$ cat src/logic/cpuPkg.sv
package cpuPkg;

    // Data path and address width
    typedef logic [31:0] word;

    // Register index
    typedef logic [4:0] regAddr;

    // Major opcodes of the supported RV32I subset
    typedef enum logic [6:0] {
        opRType  = 7'b0110011,
        opIType  = 7'b0010011,
        opLoad   = 7'b0000011,
        opStore  = 7'b0100011,
        opBranch = 7'b1100011,
        opJal    = 7'b1101111,
        opLui    = 7'b0110111
    } opcode;

    typedef enum logic [3:0] {
        aluAdd   = 4'd0,
        aluSub   = 4'd1,
        aluAnd   = 4'd2,
        aluOr    = 4'd3,
        aluXor   = 4'd4,
        aluSlt   = 4'd5,  // Signed compare
        aluPassB = 4'd6   // Operand B straight through, for lui
    } aluOp;

    typedef enum logic [2:0] {
        immI = 3'd0,
        immS = 3'd1,
        immB = 3'd2,
        immJ = 3'd3,
        immU = 3'd4
    } immKind;

    // Register write-back source
    typedef enum logic [1:0] {
        wbAlu     = 2'd0,
        wbMem     = 2'd1,
        wbPcPlus4 = 2'd2
    } wbSel;

    // funct3 codes that the decoder accepts
    localparam logic [2:0] f3AddSub = 3'b000;
    localparam logic [2:0] f3Slt    = 3'b010;
    localparam logic [2:0] f3Xor    = 3'b100;
    localparam logic [2:0] f3Or     = 3'b110;
    localparam logic [2:0] f3And    = 3'b111;
    localparam logic [2:0] f3Word   = 3'b010;  // lw and sw
    localparam logic [2:0] f3Beq    = 3'b000;
    localparam logic [2:0] f3Bne    = 3'b001;

    localparam word resetPc  = 32'h0000_0000;
    localparam int  regCount = 32;

endpackage

$ cat src/logic/controlUnit.sv
`timescale 1ns/100ps

module controlUnit (
    input  cpuPkg::word    instr,
    input  logic           rstN,
    output logic           aluSrcImm,
    output logic           regWrite,
    output logic           memWrite,
    output logic           branch,
    output logic           branchOnNotEqual,
    output logic           jump,
    output cpuPkg::aluOp   aluOperation,
    output cpuPkg::immKind immFormat,
    output cpuPkg::wbSel   writeBackSel
);
    import cpuPkg::*;

    opcode      op;
    logic [2:0] funct3;
    logic       decRegWrite;  // Before reset gating
    logic       decMemWrite;

    assign op     = opcode'(instr[6:0]);
    assign funct3 = instr[14:12];

    always_comb begin
        aluSrcImm        = 1'b0;
        aluOperation     = aluAdd;
        immFormat        = immI;
        writeBackSel     = wbAlu;
        decRegWrite      = 1'b0;
        decMemWrite      = 1'b0;
        branch           = 1'b0;
        branchOnNotEqual = 1'b0;
        jump             = 1'b0;
        case (op)
            opRType, opIType: begin
                aluSrcImm   = (op == opIType);
                decRegWrite = 1'b1;
                case (funct3)
                    // Bit 30 picks sub only for register operands
                    f3AddSub: aluOperation = (op == opRType && instr[30]) ? aluSub : aluAdd;
                    f3Slt:    aluOperation = aluSlt;
                    f3Xor:    aluOperation = aluXor;
                    f3Or:     aluOperation = aluOr;
                    f3And:    aluOperation = aluAnd;
                    default:  decRegWrite = 1'b0;  // Shifts, sltu and the like
                endcase
            end
            opLoad: begin
                aluSrcImm    = 1'b1;
                writeBackSel = wbMem;
                decRegWrite  = (funct3 == f3Word);
            end
            opStore: begin
                aluSrcImm   = 1'b1;
                immFormat   = immS;
                decMemWrite = (funct3 == f3Word);
            end
            opBranch: begin
                aluOperation     = aluSub;  // Equality via zero flag
                immFormat        = immB;
                branch           = (funct3 == f3Beq) || (funct3 == f3Bne);
                branchOnNotEqual = (funct3 == f3Bne);
            end
            opJal: begin
                immFormat    = immJ;
                writeBackSel = wbPcPlus4;
                decRegWrite  = 1'b1;
                jump         = 1'b1;
            end
            opLui: begin
                aluSrcImm    = 1'b1;
                aluOperation = aluPassB;
                immFormat    = immU;
                decRegWrite  = 1'b1;
            end
            default: ;  // Unsupported opcode runs as a no-op
        endcase
    end

    // No architectural writes during reset
    assign regWrite = decRegWrite & rstN;
    assign memWrite = decMemWrite & rstN;

    noStoreAndWriteBack: assert final (!(memWrite && regWrite))
        else $error("store and register write decoded together for %h", instr);

endmodule

$ cat src/logic/immGen.sv
`timescale 1ns/100ps

module immGen (
    input  cpuPkg::word    instr,
    input  cpuPkg::immKind immFormat,
    output cpuPkg::word    imm
);
    import cpuPkg::*;

    logic sign;

    assign sign = instr[31];

    always_comb begin
        case (immFormat)
            immI: imm = {{20{sign}}, instr[31:20]};
            immS: imm = {{20{sign}}, instr[31:25], instr[11:7]};
            // Branch offsets are in halfwords, bit 0 always clear
            immB: begin
                imm = {{19{sign}}, sign, instr[7], instr[30:25], instr[11:8], 1'b0};
            end
            immJ: begin
                imm = {{11{sign}}, sign, instr[19:12], instr[20], instr[30:21], 1'b0};
            end
            immU:    imm = {instr[31:12], 12'h000};  // Upper 20 bits
            default: imm = '0;
        endcase
    end

endmodule

$ cat src/logic/regFile.sv
`timescale 1ns/100ps

module regFile (
    input  logic           CLK,
    input  logic           rstN,
    input  logic           regWrite,
    input  cpuPkg::regAddr rs1,
    input  cpuPkg::regAddr rs2,
    input  cpuPkg::regAddr rd,
    input  cpuPkg::wbSel   writeBackSel,
    input  cpuPkg::word    aluResult,
    input  cpuPkg::word    memData,
    input  cpuPkg::word    pcPlus4,
    output cpuPkg::word    rs1Data,
    output cpuPkg::word    rs2Data
);
    import cpuPkg::*;

    word regs [regCount];
    word writeData;

    always_comb begin
        case (writeBackSel)
            wbMem:     writeData = memData;
            wbPcPlus4: writeData = pcPlus4;  // Link value for jal
            default:   writeData = aluResult;
        endcase
    end

    always_ff @(posedge CLK) begin
        if (!rstN) begin
            for (int i = 0; i < regCount; i++) begin
                regs[i] <= '0;
            end
        end else if (regWrite && rd != '0) begin  // x0 never written
            regs[rd] <= writeData;
        end
    end

    // Reads see the old value during a same-cycle write
    assign rs1Data = regs[rs1];
    assign rs2Data = regs[rs2];

    // x0 stays zero because reset clears it and writes skip it
    x0ReadsZero: assert property (
        @(posedge CLK) disable iff (!rstN) rs1 == '0 |-> rs1Data == '0
    ) else $error("x0 read returned %h", rs1Data);

endmodule

$ cat src/logic/alu.sv
`timescale 1ns/100ps

module alu (
    input  cpuPkg::word  a,
    input  cpuPkg::word  b,
    input  cpuPkg::word  imm,
    input  logic         aluSrcImm,
    input  cpuPkg::aluOp aluOperation,
    output cpuPkg::word  result,
    output logic         zero
);
    import cpuPkg::*;

    word operandB;
    word difference;

    // Immediate replaces rs2 for I, load, store and lui
    assign operandB = aluSrcImm ? imm : b;

    assign difference = a - operandB;

    always_comb begin
        case (aluOperation)
            aluAdd:   result = a + operandB;
            aluSub:   result = difference;
            aluAnd:   result = a & operandB;
            aluOr:    result = a | operandB;
            aluXor:   result = a ^ operandB;
            aluSlt:   result = {31'b0, $signed(a) < $signed(operandB)};
            aluPassB: result = operandB;
            default:  result = '0;
        endcase
    end

    // Branch equality test
    assign zero = (result == '0);

    knownInKnownOut: assert final (
        $isunknown({a, operandB, aluOperation}) || !$isunknown(result)
    ) else $error("ALU result %h has unknown bits", result);

endmodule

$ cat src/logic/pcUnit.sv
`timescale 1ns/100ps

module pcUnit (
    input  logic        CLK,
    input  logic        rstN,
    input  logic        branch,
    input  logic        branchOnNotEqual,
    input  logic        jump,
    input  logic        zero,
    input  cpuPkg::word imm,
    output cpuPkg::word pc,
    output cpuPkg::word pcPlus4
);
    import cpuPkg::*;

    word  target;
    logic taken;

    assign pcPlus4 = pc + 32'd4;
    assign target  = pc + imm;  // Shared by branches and jal

    // bne flips the sense of the zero flag
    assign taken = jump | (branch & (zero ^ branchOnNotEqual));

    always_ff @(posedge CLK) begin
        if (!rstN) begin
            pc <= resetPc;
        end else begin
            pc <= taken ? target : pcPlus4;
        end
    end

    pcWordAligned: assert property (@(posedge CLK) disable iff (!rstN) pc[1:0] == 2'b00)
        else $error("misaligned PC %h", pc);

endmodule

$ cat src/logic/singleCpu.sv
`timescale 1ns/100ps

module singleCpu (
    input  logic        CLK,
    input  logic        rstN,
    input  cpuPkg::word instr,
    input  cpuPkg::word dataRdata,
    output cpuPkg::word instrAddr,
    output cpuPkg::word dataAddr,
    output cpuPkg::word dataWdata,
    output logic        dataWe
);
    import cpuPkg::*;

    // Register fields of the current instruction
    regAddr rs1;
    regAddr rs2;
    regAddr rd;

    // Control
    logic   aluSrcImm;
    logic   regWrite;
    logic   branch;
    logic   branchOnNotEqual;
    logic   jump;
    aluOp   aluOperation;
    immKind immFormat;
    wbSel   writeBackSel;

    // Datapath
    word    imm;
    word    rs1Data;
    word    rs2Data;
    word    aluResult;
    logic   zero;
    word    pc;
    word    pcPlus4;

    assign rs1 = instr[19:15];
    assign rs2 = instr[24:20];
    assign rd  = instr[11:7];

    assign instrAddr = pc;
    assign dataAddr  = aluResult;  // Load and store address
    assign dataWdata = rs2Data;

    controlUnit controlUnit_inst (
        .instr(instr),
        .rstN(rstN),
        .aluSrcImm(aluSrcImm),
        .regWrite(regWrite),
        .memWrite(dataWe),
        .branch(branch),
        .branchOnNotEqual(branchOnNotEqual),
        .jump(jump),
        .aluOperation(aluOperation),
        .immFormat(immFormat),
        .writeBackSel(writeBackSel)
    );

    immGen immGen_inst (.instr(instr), .immFormat(immFormat), .imm(imm));

    regFile regFile_inst (
        .CLK(CLK), .rstN(rstN), .regWrite(regWrite),
        .rs1(rs1), .rs2(rs2), .rd(rd),
        .writeBackSel(writeBackSel),
        .aluResult(aluResult), .memData(dataRdata), .pcPlus4(pcPlus4),
        .rs1Data(rs1Data), .rs2Data(rs2Data)
    );

    alu alu_inst (
        .a(rs1Data), .b(rs2Data), .imm(imm), .aluSrcImm(aluSrcImm),
        .aluOperation(aluOperation), .result(aluResult), .zero(zero)
    );

    pcUnit pcUnit_inst (
        .CLK(CLK), .rstN(rstN),
        .branch(branch), .branchOnNotEqual(branchOnNotEqual), .jump(jump), .zero(zero),
        .imm(imm), .pc(pc), .pcPlus4(pcPlus4)
    );

endmodule

$ cat config.mk
export PLATFORM = sky130hd
export DESIGN_NAME = singleCpu
export DESIGN_NICKNAME = d
export VERILOG_FILES = /design/src/logic/cpuPkg.sv /design/src/logic/controlUnit.sv /design/src/logic/immGen.sv /design/src/logic/regFile.sv /design/src/logic/alu.sv /design/src/logic/pcUnit.sv /design/src/logic/singleCpu.sv
export SDC_FILE = /design/constraint.sdc
export NUM_CORES = 2
export LEC_CHECK = 0
export ABC_CLOCK_PERIOD_IN_PS = 15400
export BUFFER_PORTS_ARGS = -buffer_cell sky130_fd_sc_hd__buf_4
export CORE_ASPECT_RATIO = 0.8
export CORE_MARGIN = 10
export CORE_UTILIZATION = 35
export DETAILED_ROUTE_END_ITERATION = 8
export PLACE_DENSITY = 0.54
export SYNTH_ARGS = -nofsm -noshare
export SYNTH_HDL_FRONTEND = slang
export SYNTH_SLANG_ARGS = --single-unit
$ cat constraint.sdc
create_clock -name CLK -period 15.4 [get_ports CLK]
set_input_delay 1.54 -clock CLK [delete_from_list [all_inputs] [get_ports CLK]]
set_output_delay 1.54 -clock CLK [all_outputs]
set_load 0.005 [all_outputs]
Word level (Yosys, flattened, before mapping)
Memories as Yosys holds them, arrays and structs flattened.
Cells that the tools add are included.
{"block": "word_totals", "ff_bits": 32, "latch_bits": 0, "mem_bits_rw": 1024, "rom_bits": 0, "in_bits": 66, "output_inout_bits": 97, "elab_cells": 76, "memories": 1}
{"name": "regFile_inst.regs", "words": 32, "width": 32, "read_ports": 2, "rd_ports_with_merged_regs": 0, "wr": 32, "line_no": "regFile.sv:19", "rtl": "word regs [regCount];"}
{"block": "classes", "addsub": 4, "n_mul": 0, "n_div": 0, "order_cmp": 1, "n_eq_ne": 24, "n_shift": 0, "n_mux": 24, "bitwise_logic": 8, "n_reduce_logical": 13}
{"op": "$pmux W32 S7", "n": 1}
{"op": "$pmux W32 S5", "n": 1}
{"op": "$mux W32", "n": 3}
{"op": "$add A32 B32 Y32", "n": 2}
{"op": "$pmux W32 S2", "n": 1}
{"op": "$add A32 B3 Y32 const B", "n": 1}
{"op": "$and A32 B32 Y32", "n": 1}
{"op": "$logic_not A32 Y1", "n": 1}
{"op": "$lt A32 B32 Y1", "n": 1}
{"op": "$or A32 B32 Y32", "n": 1}
{"op": "$reduce_or A32 Y1", "n": 1}
{"op": "$sub A32 B32 Y32", "n": 1}
{"op": "$xor A32 B32 Y32", "n": 1}
{"op": "$eq A7 B6 Y1 const B", "n": 3}
{"op": "$pmux W4 S5", "n": 1}
{"op": "$eq A7 B7 Y1 const B", "n": 2}
{"op": "$eq A3 B3 Y1 const B", "n": 4}
{"op": "$eq A4 B3 Y1 const B", "n": 3}
{"op": "$pmux W3 S4", "n": 1}
{"op": "$pmux W4 S3", "n": 1}
{"op": "$mux W1", "n": 11}
{"op": "$eq A3 B2 Y1 const B", "n": 3}
{"op": "$eq A4 B2 Y1 const B", "n": 2}
{"op": "$eq A7 B2 Y1 const B", "n": 1}
{"op": "other kinds (20)", "n": 26}

Depth between registers and ports, before layout
{"block": "depth", "depth_word": 12, "mapped_depth": 27, "depth_no_buf": 23}

Hierarchy
A second synthesis with hierarchy kept.
{"block": "unflattened", "hier_cells": 6211, "hier_area_um2": 64561.9}
{"module": "regFile", "instances": 1, "cells_each": 4717, "area_each_um2": 53845.4}
{"module": "alu", "instances": 1, "cells_each": 948, "area_each_um2": 6555.0}
{"module": "pcUnit", "instances": 1, "cells_each": 432, "area_each_um2": 3390.8}
{"module": "immGen", "instances": 1, "cells_each": 73, "area_each_um2": 494.2}
{"module": "controlUnit", "instances": 1, "cells_each": 41, "area_each_um2": 276.5}

Least setup slack after synthesis
Ideal clock, no wire load.
{"block": "synth_path", "kind": "input port to flip-flop", "start": "input port instr[20]", "end": "register pcUnit_inst.pc[10]", "t_arrival_ns": 8.274, "required_time_ns": 15.268, "slack_ns": 6.994, "stages": 26, "path_cell_list": "clkbuf_1 -> buf_1 -> buf_1 -> mux4_2 -> mux4_2 -> mux2i_1 -> nand2_1 -> o21ai_0 -> inv_1 -> fa_1 -> a21o_1 -> o21ba_2 -> a211oi_4 -> mux2i_1 -> xor2_1 -> a221o_1 -> or4_1 -> or4_1 -> nor4_1 -> nand4b_1 -> o31a_1 -> o21a_1 -> buf_6 -> buf_6 -> o21ai_1 -> a21oi_1"}
{"block": "synth_via", "elab_chain_cells": 9, "word_cells_on_any_way": 16, "cone_classes": "add/sub (3); order compare (1); mux (4); bitwise (6); reduce/logical (1); memory (1)"}
{"element": "start, declared", "line_no": "singleCpu.sv:6", "rtl": "input cpuPkg::word instr,"}
{"element": "$mem_v2 Z32 W32 or $pmux W32 S5 (tied branches)"}
{"element": "$mux W32 *", "line_no": "alu.sv:18", "rtl": "assign operandB = aluSrcImm ? imm : b;"}
{"element": "$sub A32 B32 Y32 (tied with other cells)", "line_no": "alu.sv:20", "rtl": "assign difference = a - operandB;"}
{"element": "$pmux W32 S7 *", "line_no": "alu.sv:23", "rtl": "case (aluOperation)"}
{"element": "named net dataAddr[8]", "line_no": "singleCpu.sv:9", "rtl": "output cpuPkg::word dataAddr,"}
{"element": "$logic_not A32 Y1 *", "line_no": "alu.sv:36", "rtl": "assign zero = (result == '0);"}
{"element": "$xor A1 B1 Y1 *", "line_no": "pcUnit.sv:23", "rtl": "assign taken = jump | (branch & (zero ^ branchOnNotEqual));"}
{"element": "$and A1 B1 Y1 *", "line_no": "pcUnit.sv:23"}
{"element": "$or A1 B1 Y1 *", "line_no": "pcUnit.sv:23"}
{"element": "$mux W32 *", "line_no": "pcUnit.sv:29", "rtl": "pc <= taken ? target : pcPlus4;"}
{"element": "end signal, assigned", "line_no": "pcUnit.sv:27", "rtl": "pc <= resetPc;"}
{"element": "end signal, assigned", "line_no": "pcUnit.sv:29"}
{"element": "end, declared", "line_no": "pcUnit.sv:11", "rtl": "output cpuPkg::word pc,"}
The timed path passes the listed nets; every way through them passes the cells marked *.
A chain may end at the register's enable or synchronous reset.

Worst setup path after layout
{"block": "layout_path", "start": "input port instr[20]", "end": "output port dataAddr[29]"}
{"block": "layout_via", "elab_chain_cells": 4, "word_cells_on_any_way": 9, "cone_classes": "add/sub (2); mux (3); bitwise (3); memory (1)"}
{"element": "$mem_v2 Z32 W32 or $pmux W32 S5 (tied branches)"}
{"element": "$mux W32 *", "line_no": "alu.sv:18"}
{"element": "$sub A32 B32 Y32 (tied with other cells)", "line_no": "alu.sv:20"}
{"element": "$pmux W32 S7 *", "line_no": "alu.sv:23"}
{"element": "end, declared", "line_no": "singleCpu.sv:9"}
Mark *: on every way between the ends. The rest lies on a longest branch, timed or not.

==> impl_metrics.yaml <==
power_and_ir_drop:
  pwr-share-seq: 0.412
  powerDensity_nw_per_um2: 115.9
  ir_drop_uv: 89.44
  p_int_w: 0.005306
  p_leak_nw: 24.51
  clockPowerShare: 0.319
  comb_power_share: 0.268
  p_switching_w: 0.002678
  netSwitchingFraction: 0.3354
setup_path:
  worstSetupEndpointType: "primary output"
  r2r-start: "regFile_inst.regs[28][1]"
  cp-startpoint: "instr[20]"
  start_kind: "input port"
  path_max_fanout: 83
  required_ps: 13860
  path_class: "in -> out"
  r2r_slack_ps: 6970
  crit_arrival_ps: 9500
global_routing:
  grt_overflow_total: 0
  grt_pass1_vias: 43230
  grt_pass1_wl_microns: 340800
  grt_max_degree: 114
  antenna_found_initial: 7
  grt_use_total: 0.2447
die:
  die_h_microns: 395.6
  core_area_sq_um: 174800
  initial_core_util: 0.3530
  ios: 163
  die_x_microns: 489.5
  rows: 137
  dieArea_sq_um: 193700
timing:
  fin_setup_tns_ps: 0
  grt_setup_unrepaired: "no"
  fin_worst_skew_ps: 44.73
  slew_headroom: 0.1543
  finalCritPeriodShare: 0.7167
  holdWs_ps: 603.5
  fmax_mhz: 90.60
  maxSlewViolCount: 0
  hold_viol_final: 0
  worst_slew_pin_slew_ps: 1249
  finalSetupViolations: 0
  fin_crit_ps: 11040
clock_tree:
  insertion_delay_ps: 750
  holdBufCountCts: 0
  cts.sinks: 1056
  cts.htree.levels: 3
  cts_resized: 0
  clock_path_buffers: 3
  cts_buffers: 104
  clkTransAtPathRegs_ps: 60
  cts_setup_buffers: 0
  cts_tree: "yes"
  clockRootBuffer: "clkbuf_16"
yosys:
  syn_area_per_cell_sq_um: 12.98
  yosys-top-cells-count: "1128 x nor2_1, 1024 x edfxtp_1, 640 x mux4_2"
  yosysSeqAreaShare: 0.5086
  ys_seq_elements: 1056
  async_flop_share: 0
  netlist_instances: 4757
  syn_area_sq_um: 61720
  synth.area.top_cells: "edfxtp_1 50%, mux4_2 23%, nor2_1 6.9%"
  synth_cell_types: 94
  yosysTopAreaCell: "edfxtp_1"
  ys_warn_count: 0
  synth-edff-count: 1024
  synth-main-ff-cell: "edfxtp_1"
  synth_top_area_share: 0.4982
  synth.most_common_cell: "nor2_1"
placement:
  dp_hpwl_microns: 152800
  place_congestion: 0.9757
  placed_area_sq_um: 65680
  numPortBuffers: 162
route:
  via_count: 44560
  drc_errors: 0
  first_pass_iters: 6
  routed_wl_microns: 243600
  drtAntennaViolNets: 0
  drt_iter0_drc: 6860
  wire_per_inst_microns: 34.16
  viasPerCell: 6.249
hold_path:
  hold_class: "reg -> reg"
  hold_start: "pcUnit_inst.pc[1]"
finish:
  design_area_sq_um: 68900
  drive_gt1_frac: 0.2592
  syn_to_final_growth_pct: 11.63
  nNetsFinal: 4957
job:
  drv_cap: 0
outcome:
  outcome: "complete, no violations"
[worst paths after layout]
path,endpoint,depth (start not counted)
max reg2reg,pcUnit_inst.pc[27],20
max,dataAddr[29],19
min reg2reg,pcUnit_inst.pc[1],2
min,pcUnit_inst.pc[1],2
[routing by layer]
metal	up-vias	global-route usage	routed length, microns
met5	-	0	21
met1	23250	0.3559	100200
met4	4	0.07704	8605
met3	385	0.05104	26230
li1	18000	-	-
met2	2930	0.3658	108600
[logic make-up (layout without fill, tap and decap cells)]
kind of cell	Yosys count	in the layout	synth area share
compound gates	556	556	0.05832
xor+xnor	77	77	0.01093
fa+ha+maj	139	139	0.02850
buf+inv	595	638	0.03736
flops	1056	1056	0.5086
mux	722	722	0.2476
other cells	1	39	0.00006075
simple gates	1611	1611	0.1086
[power by group through the flow]
stage | Sequential [W] | Clock, W | Combinational (W)
2_1_floorplan | 0.00333 | 0 | 0.00124
3_3_place_gp | 0.00335 | 0 | 0.00212
3_5_place_dp | 0.00335 | 0 | 0.00211
4_1_cts | 0.00329 | 0.00258 | 0.00212
5_1_grt | 0.00330 | 0.00268 | 0.00224
6_report | 0.00329 | 0.00255 | 0.00214
[cell type report]
cell class                 count  area [sq um]
antenna                        7         17.52
clock buffer                 129          2718
clock inverter                55         491.7
fill                       16380        105900
inverter                     149         560.5
multi-input combinational   3137         28490
sequential                  1056         31390
tap                         2293          2869
timing repair buffer         305          2365
[through the flow]
step                      setup WS [ps]  total power [W]  instances    util
after floorplan                    6994         0.004571       4788       -
after global placement             4547         0.005463       6939  0.3756
after detailed placement           4511         0.005461       6940  0.3756
after CTS                          4494         0.007984       7124  0.3940
after global routing               4050         0.008225       7127  0.3940
final                              4362         0.007984       7131  0.3941
[critical path, cell delays in order]
cell      delay (ps)
buf_8            560
buf_12           620
mux4_2           590
mux4_2           560
mux2i_1          350
nand2_1          100
o21a_1           160
ha_1             480
o21ai_0          170
or2_2            310
o311ai_1        1010
a31oi_1          410
a211oi_1         540
o21ai_0          200
a21oi_1          240
o21ai_0          180
xnor2_1          200
o21ai_0          800
buf_4            260
[cells in the final DEF (no fill, tap or decap), types with 11 or more instances in the layout]
| cell | n |
|---|---|
| nor2_1 | 1127 |
| edfxtp_1 | 1024 |
| mux4_2 | 640 |
| buf_4 | 296 |
| nand2_1 | 153 |
| inv_1 | 148 |
| a21oi_1 | 143 |
| ha_1 | 134 |
| o21ai_0 | 109 |
| clkbuf_16 | 105 |
| nand3_1 | 67 |
| xnor2_1 | 54 |
| nand2_2 | 54 |
| mux2_2 | 41 |
| mux2i_1 | 41 |
| nor3_1 | 39 |
| a22oi_1 | 34 |
| a21oi_2 | 33 |
| dfxtp_1 | 32 |
| conb_1 | 32 |
| and3_1 | 28 |
| a21o_1 | 25 |
| clkinv_1 | 25 |
| clkbuf_1 | 24 |
| nand2b_1 | 23 |
| xor2_1 | 23 |
| nor2b_1 | 22 |
| o21a_1 | 21 |
| o211ai_1 | 19 |
| a211oi_1 | 17 |
| clkinv_2 | 16 |
| o21ai_1 | 14 |
| o21bai_1 | 13 |
| a31oi_1 | 12 |
| nand4_1 | 11 |
[registers in the layout, summed over array words and instances (netlist names)]
| name | flops |
|---|---|
| regFile_inst.regs | 1024 |
| pcUnit_inst.pc | 32 |
Power figures use the tool's default switching activity.
